==> config.mk <==
export PLATFORM = sky130hd
export DESIGN_NAME = positDotUnit
export DESIGN_NICKNAME = d
export VERILOG_FILES = /design/src/source/positFormatPkg.sv /design/src/source/dotStreamPkg.sv /design/src/source/positDotUnit.sv /design/src/source/positEncode.sv /design/src/source/quireAccumulate.sv /design/src/source/positProductAlign.sv /design/src/source/positDecode.sv /design/src/source/pipeStage.sv
export SDC_FILE = /design/constraint.sdc
export NUM_CORES = 2
export LEC_CHECK = 0
export BUFFER_PORTS_ARGS = -buffer_cell sky130_fd_sc_hd__buf_2
export CORE_ASPECT_RATIO = 0.9
export CORE_MARGIN = 10
export CORE_UTILIZATION = 30
export DETAILED_ROUTE_END_ITERATION = 10
export PLACE_DENSITY_LB_ADDON = 0.05
export SYNTH_ARGS = -nofsm -noshare
export SYNTH_HDL_FRONTEND = slang
export SYNTH_HIERARCHICAL = 1
export SYNTH_SLANG_ARGS = --single-unit
==> constraint.sdc <==
create_clock -name clk -period 13 [get_ports clk]
set_clock_uncertainty 0.1 [all_clocks]
set_input_delay 0.65 -clock clk [delete_from_list [all_inputs] [get_ports clk]]
set_output_delay 0.65 -clock clk [all_outputs]
set_load 0.01 [all_outputs]
==> src/source/positFormatPkg.sv <==
// posit16 format definitions
package positFormatPkg;

  // ====================
  // field sizes
  // ====================

  // bits per posit word
  localparam int PositWidth = 16;
  // exponent field bits (es)
  localparam int ExpSize = 1;
  // signed scale, regime * 2 + exponent, covers +/-28
  localparam int ScaleWidth = 6;
  // significand including the hidden one, left aligned
  localparam int SigWidth = 14;

  typedef logic [PositWidth-1:0] positT;

  // one operand after decoding
  typedef struct packed {
    logic sign;
    logic nar;
    logic zero;
    logic signed [ScaleWidth-1:0] scale;
    logic [SigWidth-1:0] sig;
  } decodedPositT;

  // ====================
  // special encodings
  // ====================
  localparam positT NarPattern = 16'h8000;
  localparam positT MaxPos = 16'h7FFF;

endpackage
==> src/source/dotStreamPkg.sv <==
// dot product stream payloads
package dotStreamPkg;

  import positFormatPkg::*;

  // quire fixed point, 2^-56 up to 2^56 before guard bits
  localparam int QuireFracBits = 56;
  localparam int QuireIntBits = 57;

  // raw operand pair as it enters the unit
  typedef struct packed {
    positT a;
    positT b;
    logic last;
  } operandPairT;

  // both operands split into fields
  typedef struct packed {
    decodedPositT a;
    decodedPositT b;
    logic last;
  } decodedPairT;

  // exact product already placed on the quire grid
  typedef struct packed {
    logic signed [QuireFracBits+QuireIntBits-1:0] product;
    logic nar;
    logic last;
  } alignedTermT;

endpackage

==> src/source/positDotUnit.sv <==
// posit16 fused dot product unit
`timescale 1ns/100ps

module positDotUnit #(
  parameter int guardBits = 8
) (
  input  logic                      clk,
  input  logic                      reset,
  input  logic                      inValid,
  output logic                      inReady,
  input  dotStreamPkg::operandPairT inPair,
  output logic                      outValid,
  input  logic                      outReady,
  output positFormatPkg::positT     outResult
);

  import dotStreamPkg::*;

  // stage to stage streams
  decodedPairT decodedData;
  logic decodedValid;
  logic decodedReady;
  alignedTermT termData;
  logic termValid;
  logic termReady;
  logic [QuireFracBits+QuireIntBits+guardBits:0] quireData;
  logic quireValid;
  logic quireReady;

  positDecode decode (
    .clk(clk),
    .reset(reset),
    .inValid(inValid),
    .inReady(inReady),
    .inPair(inPair),
    .outValid(decodedValid),
    .outReady(decodedReady),
    .outPair(decodedData)
  );

  positProductAlign align (
    .clk(clk),
    .reset(reset),
    .inValid(decodedValid),
    .inReady(decodedReady),
    .inPair(decodedData),
    .outValid(termValid),
    .outReady(termReady),
    .outTerm(termData)
  );

  quireAccumulate #(
    .guardBits(guardBits)
  ) accumulate (
    .clk(clk),
    .reset(reset),
    .inValid(termValid),
    .inReady(termReady),
    .inTerm(termData),
    .outValid(quireValid),
    .outReady(quireReady),
    .outQuire(quireData)
  );

  positEncode #(
    .guardBits(guardBits)
  ) encode (
    .clk(clk),
    .reset(reset),
    .inValid(quireValid),
    .inReady(quireReady),
    .inQuire(quireData),
    .outValid(outValid),
    .outReady(outReady),
    .outResult(outResult)
  );

endmodule

==> src/source/positEncode.sv <==
// quire to posit16 encoder
`timescale 1ns/100ps

module positEncode #(
  parameter int guardBits = 8
) (
  input  logic clk,
  input  logic reset,
  input  logic inValid,
  output logic inReady,
  input  logic [dotStreamPkg::QuireFracBits+dotStreamPkg::QuireIntBits+guardBits:0] inQuire,
  output logic outValid,
  input  logic outReady,
  output positFormatPkg::positT outResult
);

  import positFormatPkg::*;
  import dotStreamPkg::*;

  localparam int QuireWidth = QuireFracBits + QuireIntBits + guardBits;
  // largest regime is PositWidth-2, so +/-28 for es = 1
  localparam int MaxScale = (PositWidth - 2) << ExpSize;
  // regime pattern, terminator, exponent and the whole fraction
  localparam int BaseWidth = PositWidth + ExpSize + QuireWidth - 1;

  typedef struct packed {
    logic signed [QuireWidth-1:0] value;
    logic nar;
  } quireT;

  quireT quireIn;
  logic negative;
  logic [QuireWidth-1:0] magnitude;
  logic [QuireWidth-1:0] normalized;
  int leadPos;
  int scale;
  int regime;
  int shiftAmount;
  logic regimeNeg;
  logic [ExpSize-1:0] expBits;
  logic [BaseWidth-1:0] baseString;
  logic [BaseWidth-1:0] shiftedString;
  logic [PositWidth-2:0] body;
  logic [PositWidth-2:0] rounded;
  logic guardBit;
  logic stickyBit;
  logic roundUp;
  positT encoded;

  assign quireIn = inQuire;
  assign negative = quireIn.value[QuireWidth-1];
  assign magnitude = negative ? -quireIn.value : quireIn.value;

  // ====================
  // normalize and round
  // ====================
  always_comb begin
    // leading one gives the scale relative to the binary point
    leadPos = 0;
    for (int i = 0; i < QuireWidth; i++) begin
      if (magnitude[i]) begin
        leadPos = i;
      end
    end
    scale = leadPos - QuireFracBits;
    normalized = magnitude << (QuireWidth - 1 - leadPos);
    regime = scale >>> ExpSize;
    expBits = scale[ExpSize-1:0];
    regimeNeg = (regime < 0);
    // fifteen regime bits, then trim the extra ones off the top
    baseString = {{(PositWidth-1){~regimeNeg}}, regimeNeg, expBits,
                  normalized[QuireWidth-2:0]};
    shiftAmount = regimeNeg ? PositWidth - 1 + regime : PositWidth - 2 - regime;
    shiftedString = baseString << shiftAmount;
    body = shiftedString[BaseWidth-1 -: PositWidth-1];
    guardBit = shiftedString[BaseWidth-PositWidth];
    stickyBit = |shiftedString[BaseWidth-PositWidth-1:0];
    // nearest even, a carry walks cleanly into exponent and regime
    roundUp = guardBit && (stickyBit || body[0]);
    rounded = body + (PositWidth-1)'(roundUp);
    // out of range saturates, never to zero or NaR
    if (scale > MaxScale) begin
      rounded = MaxPos[PositWidth-2:0];
    end else if (scale < -MaxScale) begin
      rounded = (PositWidth-1)'(1);
    end
    encoded = negative ? -{1'b0, rounded} : {1'b0, rounded};
    if (quireIn.nar) begin
      encoded = NarPattern;
    end else if (magnitude == '0) begin
      encoded = '0;
    end
  end

  pipeStage #(
    .payloadT(positT)
  ) encodeStage (
    .clk(clk),
    .reset(reset),
    .inValid(inValid),
    .inReady(inReady),
    .inData(encoded),
    .outValid(outValid),
    .outReady(outReady),
    .outData(outResult)
  );

endmodule

==> src/source/quireAccumulate.sv <==
// quire accumulator
`timescale 1ns/100ps

module quireAccumulate #(
  parameter int guardBits = 8
) (
  input  logic                      clk,
  input  logic                      reset,
  input  logic                      inValid,
  output logic                      inReady,
  input  dotStreamPkg::alignedTermT inTerm,
  output logic                      outValid,
  input  logic                      outReady,
  output logic [dotStreamPkg::QuireFracBits+dotStreamPkg::QuireIntBits+guardBits:0] outQuire
);

  import dotStreamPkg::*;

  localparam int TermWidth = QuireFracBits + QuireIntBits;
  localparam int QuireWidth = TermWidth + guardBits;

  // completed vector total handed to the encoder
  typedef struct packed {
    logic signed [QuireWidth-1:0] value;
    logic nar;
  } quireT;

  logic signed [QuireWidth-1:0] runningSum;
  logic runningNar;
  logic signed [QuireWidth-1:0] extendedTerm;
  logic stageReady;
  logic accept;
  quireT total;
  quireT stageOut;

  // guard bits copy the term sign
  assign extendedTerm = {{guardBits{inTerm.product[TermWidth-1]}}, inTerm.product};
  assign total.value = runningSum + extendedTerm;
  assign total.nar = runningNar | inTerm.nar;

  // only a last term needs room in the output register
  assign inReady = inTerm.last ? stageReady : 1'b1;
  assign accept = inValid && inReady;

  always_ff @(posedge clk) begin
    if (reset) begin
      runningSum <= '0;
      runningNar <= 1'b0;
    end else if (accept) begin
      if (inTerm.last) begin
        // vector done, start the next one from zero
        runningSum <= '0;
        runningNar <= 1'b0;
      end else begin
        runningSum <= total.value;
        runningNar <= total.nar;
      end
    end
  end

  pipeStage #(
    .payloadT(quireT)
  ) totalStage (
    .clk(clk),
    .reset(reset),
    .inValid(inValid && inTerm.last),
    .inReady(stageReady),
    .inData(total),
    .outValid(outValid),
    .outReady(outReady),
    .outData(stageOut)
  );

  assign outQuire = stageOut;

endmodule

==> src/source/positProductAlign.sv <==
// exact product and quire alignment
`timescale 1ns/100ps

module positProductAlign (
  input  logic                      clk,
  input  logic                      reset,
  input  logic                      inValid,
  output logic                      inReady,
  input  dotStreamPkg::decodedPairT inPair,
  output logic                      outValid,
  input  logic                      outReady,
  output dotStreamPkg::alignedTermT outTerm
);

  import positFormatPkg::*;
  import dotStreamPkg::*;

  // 1.x times 1.x, two integer bits then the fraction
  localparam int ProdWidth = 2 * SigWidth;
  localparam int ProdFracBits = ProdWidth - 2;
  localparam int TermWidth = QuireFracBits + QuireIntBits;
  // room below the quire lsb so the shift never goes right
  localparam int WideWidth = TermWidth + ProdFracBits;

  logic [ProdWidth-1:0] product;
  logic signed [ScaleWidth:0] scaleSum;
  logic [WideWidth-1:0] placed;
  logic [TermWidth-1:0] magnitude;
  logic negate;
  logic anyZero;
  logic anyNar;
  alignedTermT term;

  // full width product, nothing rounded away
  assign product = inPair.a.sig * inPair.b.sig;
  assign scaleSum = inPair.a.scale + inPair.b.scale;
  assign negate = inPair.a.sign ^ inPair.b.sign;
  assign anyZero = inPair.a.zero || inPair.b.zero;
  assign anyNar = inPair.a.nar || inPair.b.nar;

  // product lsb lands at bit scaleSum + 56 of the wide grid
  assign placed = WideWidth'(product) << (scaleSum + QuireFracBits);
  assign magnitude = placed[WideWidth-1 -: TermWidth];

  always_comb begin
    if (anyZero || anyNar) begin
      term.product = '0;
    end else if (negate) begin
      term.product = -magnitude;
    end else if (magnitude[TermWidth-1]) begin
      // maxpos squared is the one positive term that reaches the sign bit
      term.product = {1'b0, {(TermWidth-1){1'b1}}};
    end else begin
      term.product = magnitude;
    end
    term.nar = anyNar;
    term.last = inPair.last;
  end

  pipeStage #(
    .payloadT(alignedTermT)
  ) alignStage (
    .clk(clk),
    .reset(reset),
    .inValid(inValid),
    .inReady(inReady),
    .inData(term),
    .outValid(outValid),
    .outReady(outReady),
    .outData(outTerm)
  );

endmodule

==> src/source/positDecode.sv <==
// posit operand decoder
`timescale 1ns/100ps

module positDecode (
  input  logic                      clk,
  input  logic                      reset,
  input  logic                      inValid,
  output logic                      inReady,
  input  dotStreamPkg::operandPairT inPair,
  output logic                      outValid,
  input  logic                      outReady,
  output dotStreamPkg::decodedPairT outPair
);

  import positFormatPkg::*;
  import dotStreamPkg::*;

  decodedPairT decoded;

  // split one posit into sign, scale, significand and flags
  function automatic decodedPositT decodePosit(input positT word);
    positT absWord;
    logic regimeBit;
    int runLength;
    int regime;
    logic [PositWidth-2:0] remainder;
    logic [ExpSize-1:0] expBits;
    decodedPositT result;
    // negative posits are decoded from their two's complement
    absWord = word[PositWidth-1] ? -word : word;
    regimeBit = absWord[PositWidth-2];
    // highest bit that breaks the run sets its length
    runLength = PositWidth - 1;
    for (int i = 0; i < PositWidth - 1; i++) begin
      if (absWord[i] != regimeBit) begin
        runLength = PositWidth - 2 - i;
      end
    end
    regime = regimeBit ? runLength - 1 : -runLength;
    // drop the run and its terminator, exponent is then on top
    remainder = absWord[PositWidth-2:0] << (runLength + 1);
    expBits = remainder[PositWidth-2 -: ExpSize];
    result.sign = word[PositWidth-1];
    result.zero = (word == '0);
    result.nar = (word == NarPattern);
    result.scale = ScaleWidth'((regime << ExpSize) + expBits);
    // hidden one in front, fraction left aligned
    result.sig = {1'b1, remainder[PositWidth-2-ExpSize -: SigWidth-1]};
    return result;
  endfunction

  assign decoded.a = decodePosit(inPair.a);
  assign decoded.b = decodePosit(inPair.b);
  assign decoded.last = inPair.last;

  pipeStage #(
    .payloadT(decodedPairT)
  ) decodeStage (
    .clk(clk),
    .reset(reset),
    .inValid(inValid),
    .inReady(inReady),
    .inData(decoded),
    .outValid(outValid),
    .outReady(outReady),
    .outData(outPair)
  );

endmodule

==> src/source/pipeStage.sv <==
// valid/ready register slice
`timescale 1ns/100ps

module pipeStage #(
  parameter type payloadT = logic
) (
  input  logic    clk,
  input  logic    reset,
  input  logic    inValid,
  output logic    inReady,
  input  payloadT inData,
  output logic    outValid,
  input  logic    outReady,
  output payloadT outData
);

  logic full;

  // space when empty, or when the held item leaves this cycle
  assign inReady = !full || outReady;
  assign outValid = full;

  // occupancy follows the input whenever the slot can be rewritten
  always_ff @(posedge clk) begin
    if (reset) begin
      full <= 1'b0;
    end else if (inReady) begin
      full <= inValid;
    end
  end

  // payload register, loaded only on an accepted input
  always_ff @(posedge clk) begin
    if (inValid && inReady) begin
      outData <= inData;
    end
  end

endmodule

### Word level (Yosys, flattened, before mapping)

Index checks and enable logic that the tools add are counted.

| cells by class | value |
|---|---|
| add/sub/neg operators | 21 |
| multiply operators | 1 |
| $lt $le $gt $ge | 3 |
| equality and inequality tests | 30 |
| shift-type cells | 5 |
| multiplexer cells | 163 |
| bitwise logic cells | 3 |
| reduce and logical (&&, ||, !) cells | 24 |

Operators by type and width:

| operator | number |
|---|---|
| 2-to-1 mux 32 bit | 133 |
| 2-to-1 mux 121 bit | 2 |
| left shift 28 x 32 -> 139 bit | 1 |
| left shift 137 x 32 -> 137 bit | 1 |
| adder 121 x 113 -> 121 bit | 1 |
| zero test 121 bit | 1 |
| negation 121 bit | 1 |
| OR reduction 121 bit | 1 |
| left shift 121 x 32 -> 120 bit | 1 |
| 2-to-1 mux 113 bit | 1 |
| negation 113 bit | 1 |
| 2-to-1 mux 112 bit | 1 |
| left shift 15 x 32 -> 15 bit | 2 |
| 2-to-1 mux 15 bit | 4 |
| adder 32 x 2 -> 32 bit, second input constant | 1 |
| adder 5 x 31 -> 32 bit, first input constant | 1 |
| equality test 16 bit, second input constant | 2 |
| > comparator 32 x 6 -> 1 bit, second input constant | 1 |
| zero test 16 bit | 2 |
| less-than comparator 32 x 6 -> 1 bit, second input constant | 1 |
| 2-to-1 mux 16 bit | 2 |
| subtractor 32 x 7 -> 32 bit, second input constant | 1 |
| subtractor 5 x 31 -> 32 bit, first input constant | 1 |
| subtractor 8 x 32 -> 32 bit, first input constant | 1 |
| other kinds (26) | 86 |

| word-level totals | value |
|---|---|
| bits in registers | 424 |
| input bits | 37 |
| word-level logic and storage cells | 274 |

### Logic depth before layout (Yosys ltp)

| depth | value |
|---|---|
| word-level depth | 135 |
| mapped depth | 49 |
| gate-level depth less buffers | 38 |

### By module

Netlist, hierarchy kept.

By module, submodules not included:

| module | times used | cells an instance | area an instance (µm²) | sequential area each (µm²) |
|---|---|---|---|---|
| positEncode | 1 | 4672 | 29065.4 | 0.0 |
| positProductAlign | 1 | 2473 | 17005.1 | 0.0 |
| quireAccumulate | 1 | 1627 | 12051.6 | 2442.3 |
| positDecode | 1 | 543 | 3801.1 | 0.0 |
| pipeStage at accumulate.totalStage | 1 | 127 | 3718.6 | 3683.5 |
| pipeStage at align.alignStage | 1 | 120 | 3508.4 | 3473.3 |
| pipeStage at decode.decodeStage | 1 | 52 | 1466.4 | 1431.4 |
| pipeStage at encode.encodeStage | 1 | 21 | 535.5 | 500.5 |

### Least setup slack after synthesis

OpenSTA, ideal clock, no wires.

| timing path | value |
|---|---|
| path type | reg2reg |
| start | reg accumulate/totalStage/outData[7] (netlist name) |
| end | reg encode/encodeStage/outData[13] (netlist name) (data pin) |
| arrival time | 10.631 ns |
| slack | 2.134 ns |
| stages on the path, launching flop included | 43 |
| buffers on the path | 12 |
| period minus slack after synthesis | 10.866 ns |
| cells stage by stage | edfxtp_1 -> clkbuf_1 -> or4_1 -> buf_2 -> or4_1 -> buf_2 -> nor4_2 -> nand3_2 -> buf_2 -> o31ai_2 -> xor2_1 -> inv_1 -> a211o_1 -> or4_4 -> nor3_4 -> nor2_1 -> inv_2 -> buf_2 -> [7 not listed] -> clkbuf_1 -> o221ai_1 -> a211oi_2 -> o31ai_1 -> nand4_1 -> o21ai_0 -> mux2i_1 -> a22oi_1 -> and2_1 -> a21oi_1 -> ha_1 -> nor4b_2 -> nor2_1 -> a2111oi_2 -> nand3_1 -> or4_4 -> or3_1 -> nand3_1 |

| on the way | value |
|---|---|
| word-level cells in the longest chain between the ends | 129 |
| elaborated cells between the ends (all ways) | 138 |

RTL lines:

| what | line | RTL |
|---|---|---|
| from (decl) | pipeStage.sv:14 | `output payloadT outData` |
| from (signal assigned) | pipeStage.sv:35 | `outData <= inData;` |
| negation 121 bit | positEncode.sv:52 | `assign magnitude = negative ? -quireIn.value : quireIn.value;` |
| 2-to-1 mux 121 bit * | positEncode.sv:52 |  |
| 2-to-1 mux 32 bit (115 in series) | positEncode.sv:61 | `if (magnitude[i]) begin` |
| subtractor 32 x 7 -> 32 bit | positEncode.sv:65 | `scale = leadPos - QuireFracBits;` |
| subtractor 5 x 31 -> 32 bit (tied with other cells) | positEncode.sv:73 | `shiftAmount = regimeNeg ? PositWidth - 1 + regime : PositWidth - 2 - regime;` |
| 2-to-1 mux 32 bit or NOT 1 bit (tied branches) | positEncode.sv:73, positEncode.sv:71 |  |
| left shift 137 x 32 -> 137 bit | positEncode.sv:74 | `shiftedString = baseString << shiftAmount;` |
| OR reduction 121 bit | positEncode.sv:77 | `stickyBit = \|shiftedString[BaseWidth-PositWidth-1:0];` |
| logical OR 1 bit | positEncode.sv:79 | `roundUp = guardBit && (stickyBit \|\| body[0]);` |
| logical AND 1 bit | positEncode.sv:79 |  |
| adder 15 x 1 -> 15 bit | positEncode.sv:80 | `rounded = body + (PositWidth-1)'(roundUp);` |
| 2-to-1 mux 15 bit | positEncode.sv:84 | `end else if (scale < -MaxScale) begin` |
| 2-to-1 mux 15 bit | positEncode.sv:82 | `if (scale > MaxScale) begin` |
| negation 15 -> 16 bit | positEncode.sv:87 | `encoded = negative ? -{1'b0, rounded} : {1'b0, rounded};` |
| 2-to-1 mux 16 bit | positEncode.sv:87 |  |
| to (signal assigned) | pipeStage.sv:35 |  |
| to (decl) | pipeStage.sv:14 |  |

Mark *: on every way between the ends. The rest lies on a longest branch, timed or not.
A chain may end at the register's enable or synchronous reset.

### Worst setup path in the final report

| timing path | value |
|---|---|
| start | reg accumulate/totalStage/outData[49] (netlist name) |
| end | reg encode/encodeStage/outData[10] (netlist name) (data pin) |

| on the way | value |
|---|---|
| word-level cells in the longest chain between the ends | 87 |
| elaborated cells between the ends (all ways) | 96 |

RTL lines:

| what | line |
|---|---|
| negation 121 bit | positEncode.sv:52 |
| 2-to-1 mux 121 bit * | positEncode.sv:52 |
| 2-to-1 mux 32 bit (73 in series) | positEncode.sv:61 |
| subtractor 32 x 7 -> 32 bit | positEncode.sv:65 |
| subtractor 5 x 31 -> 32 bit (tied with other cells) | positEncode.sv:73 |
| 2-to-1 mux 32 bit or NOT 1 bit (tied branches) | positEncode.sv:73, positEncode.sv:71 |
| left shift 137 x 32 -> 137 bit | positEncode.sv:74 |
| OR reduction 121 bit | positEncode.sv:77 |
| logical OR 1 bit | positEncode.sv:79 |
| logical AND 1 bit | positEncode.sv:79 |
| adder 15 x 1 -> 15 bit | positEncode.sv:80 |
| 2-to-1 mux 15 bit | positEncode.sv:84 |
| 2-to-1 mux 15 bit | positEncode.sv:82 |
| negation 15 -> 16 bit | positEncode.sv:87 |
| 2-to-1 mux 16 bit | positEncode.sv:87 |

Marked as above.

==> results.cfg <==
[yosys]
ys_seq_elements = 426
netlist_instances = 9635
ys_dominant_reg_cell = edfxtp_1
synthArstFlopShare_pct = 0
synth_edf_count = 300
ys_seq_area_share_pct = 16.2
syn_area_sq_um = 71200
yosys_warnings = 6
yosys.cell_types.count = 158
syn_area_per_cell_sq_um = 7.38

[clocking]
clk_latency_ns = 0.71
cts_buffers = 54
cts-root-buf = clkbuf_16
htree_levels = 2
path_clk_slew_ns = 0.06
cts_sinks = 426
cts_buffer_depth = 3
cts_tree = built

[setup_path]
cp_common_cell = buf_4
cpPeakStageDelay_ns = 0.97
crit_fanout = 11
end_kind = flip-flop
worst_ep_required_time_ns = 13.34
critical_path_class = reg2reg
start_kind = flip-flop
critical-path-slowest-cell = o41ai_1
crit_family = compound AO/OA/AOI/OAI gates
cp.arrival_ns = 13.37
path_buf_inv = 9

[layout]
layout.nets = 11075
drive_above_1_share_pct = 21.1
instances_no_fill = 13869
mostFrequentLayoutCell = buf_4
area_growth_syn_to_layout_pct = 24.3
layout_common_cells = buf_4, nand2_1, nor2_1
fin_util_pct = 37.5
fillers = 24967

[placed_design]
dp_hpwl_um = 423000
dp_cells = 13745
port-buffer-count = 54
place_congestion = 1.08
pre_cts_ws_ns = -1.49

[sta]
finalHoldViolCount = 0
slew_headroom_pct = -5.12
setup_viol = 2
timing.fmax_mhz = 76.8
fin_tns_setup_ns = -0.0334
tightest_slew_ns = 1.56
timing.final.ws_setup_ns = -0.0277
min_period_over_period_pct = 100
drv_slew = 6
min_period_ns = 13.03
rsz0062_at_grt = false

[global_routing]
grt_pass1_wl_um = 698000
grt_antenna_before_repair = 44
grt_start_max_net_pins = 139
grt_remaining_overflow = 0
grt_pass1_vias = 85007
grt_use_total_pct = 37.1

[min_path]
hold_class = in2reg

[routing]
via_count = 91448
routedWlPerCell_um = 36.4
firstDrtPassIters = 7
route.final.wire_length_um = 505000
drtAntennaViolNets = 0
route.detailed.drc = 0
vias_per_cell = 6.59
initialDrtViolationCount = 13244

[floorplanning]
die_w_um = 533
start_util_pct = 30.2
core_sq_um = 236000
ios = 55
dieHeight_um = 482
dieArea_sq_um = 257000
num_rows = 169

[job]
maxCapViolCount = 1

[run_status]
status = finished with violations
violations = max-capacitance violations, max-slew violations, negative setup slack
[what timing repair did]
item                                    4_1_cts  5_1_grt
pin swaps                                     2        2
setup buffers                                 8        2
hold buffers                                  1        0
endpoints found under the hold margin         1        0
gates resized for setup                      11       20
endpoints found under the setup margin       16       27
[worst min-delay path: stages]
cell and delay (ns):
buf_2 0.11, inv_1 0.06, a21oi_2 0.05
[path summary, 6_finish.rpt]
path | from | end | slack, ns | cells after the start
min | inValid | decode/decodeStage/outValid$_SDFFE_PP0P_ | 0.11 | 3
max | accumulate/totalStage/outData[49]$_DFFE_PP_ | encode/encodeStage/outData[10]$_DFFE_PP_ | -0.03 | 41
max reg2reg | accumulate/totalStage/outData[49]$_DFFE_PP_ | encode/encodeStage/outData[10]$_DFFE_PP_ | -0.03 | 41
min reg2reg | decode/decodeStage/outData[0]$_DFFE_PP_ | align/alignStage/outData[0]$_DFFE_PP_ | 0.33 | 0
[kinds of logic (layout without fill, tap and decap cells)]
group | after synthesis | count (layout) | synth area share (%)
AND/OR/NAND/NOR | 3690 | 3690 | 26.3
AO/OA/AOI/OAI | 3435 | 3435 | 34.2
buffers and inverters | 1050 | 2109 | 6.09
flip-flops | 426 | 426 | 16.2
XOR/XNOR | 403 | 403 | 5.01
adder cells (fa/ha/maj) | 389 | 389 | 8.35
multiplexers | 241 | 241 | 3.93
other | 1 | 13 | 0.00527
[synth_stat cells, types with 50 or more instances]
master | count | area (sq um)
o21bai_1 | 51 | 383
a22o_1 | 78 | 683
o2111ai_1 | 56 | 490
a21o_1 | 106 | 796
or2_2 | 62 | 388
clkbuf_1 | 507 | 1900
and3_1 | 85 | 532
a21oi_1 | 696 | 3480
mux2_2 | 50 | 563
o221ai_1 | 74 | 648
or3_1 | 99 | 619
o21ai_0 | 573 | 2870
ha_1 | 246 | 3080
nor3_1 | 323 | 1620
o22ai_1 | 123 | 769
xnor2_1 | 201 | 1760
nand4_1 | 214 | 1340
a22oi_1 | 143 | 1070
inv_1 | 286 | 1070
nand3_1 | 486 | 2430
buf_2 | 159 | 796
xor2_1 | 197 | 1730
o21a_1 | 76 | 571
or4_1 | 53 | 398
a211o_1 | 51 | 447
o211ai_1 | 219 | 1640
a211oi_1 | 167 | 1250
a221oi_1 | 82 | 718
nand2_1 | 922 | 3460
nand2b_1 | 64 | 400
o31ai_1 | 101 | 758
dfxtp_1 | 126 | 2520
and2_1 | 165 | 1030
edfxtp_1 | 300 | 9010
a31oi_1 | 103 | 644
fa_1 | 143 | 2860
buf_1 | 55 | 206
nor2_1 | 782 | 2940
mux2i_1 | 167 | 1670
nor4_1 | 152 | 951
[state kept, by name, summed over array words and instances (netlist names)]
register	cells
accumulate/runningSum	121
accumulate/totalStage/outValid	1
encode/encodeStage/outValid	1
decode/decodeStage/outData	47
align/alignStage/outValid	1
accumulate/totalStage/outData	122
encode/encodeStage/outData	16
align/alignStage/outData	115
decode/decodeStage/outValid	1
accumulate/runningNar	1
[metal layers]
layer	vias to the layer above	track usage [%]	share of wire [%]
li1	39248	-	-
met1	45440	52.4	44
met2	5713	53.9	41
met3	1007	8.71	11
met4	40	15.3	5.1
met5	-	0	0.054
[final cells by class]
class / instances / area (sq um) / area share [%]
multi-input cells: 8160 / 56000 / 63.3
diodes: 11 / 27.5 / 0.0311
well taps: 3163 / 3960 / 4.47
flip-flops and latches: 426 / 11500 / 13.0
clock inverters: 33 / 462 / 0.522
inverters: 292 / 1100 / 1.25
clock buffers: 69 / 1470 / 1.66
repair buffers: 1715 / 13900 / 15.7
[per-stage QoR]
step | hold slack [ns] | area [sq um]
5_1_grt | 0.0917 | 88500
3_3_place_gp | 0.312 | 86200
4_1_cts | 0.0687 | 88300
3_5_place_dp | 0.307 | 86200
6_report | 0.114 | 88500
2_1_floorplan | 0.300 | 71200
Power is not shown: default switching activity piles up to over one toggle a cycle in this logic, so the estimate is an artifact.
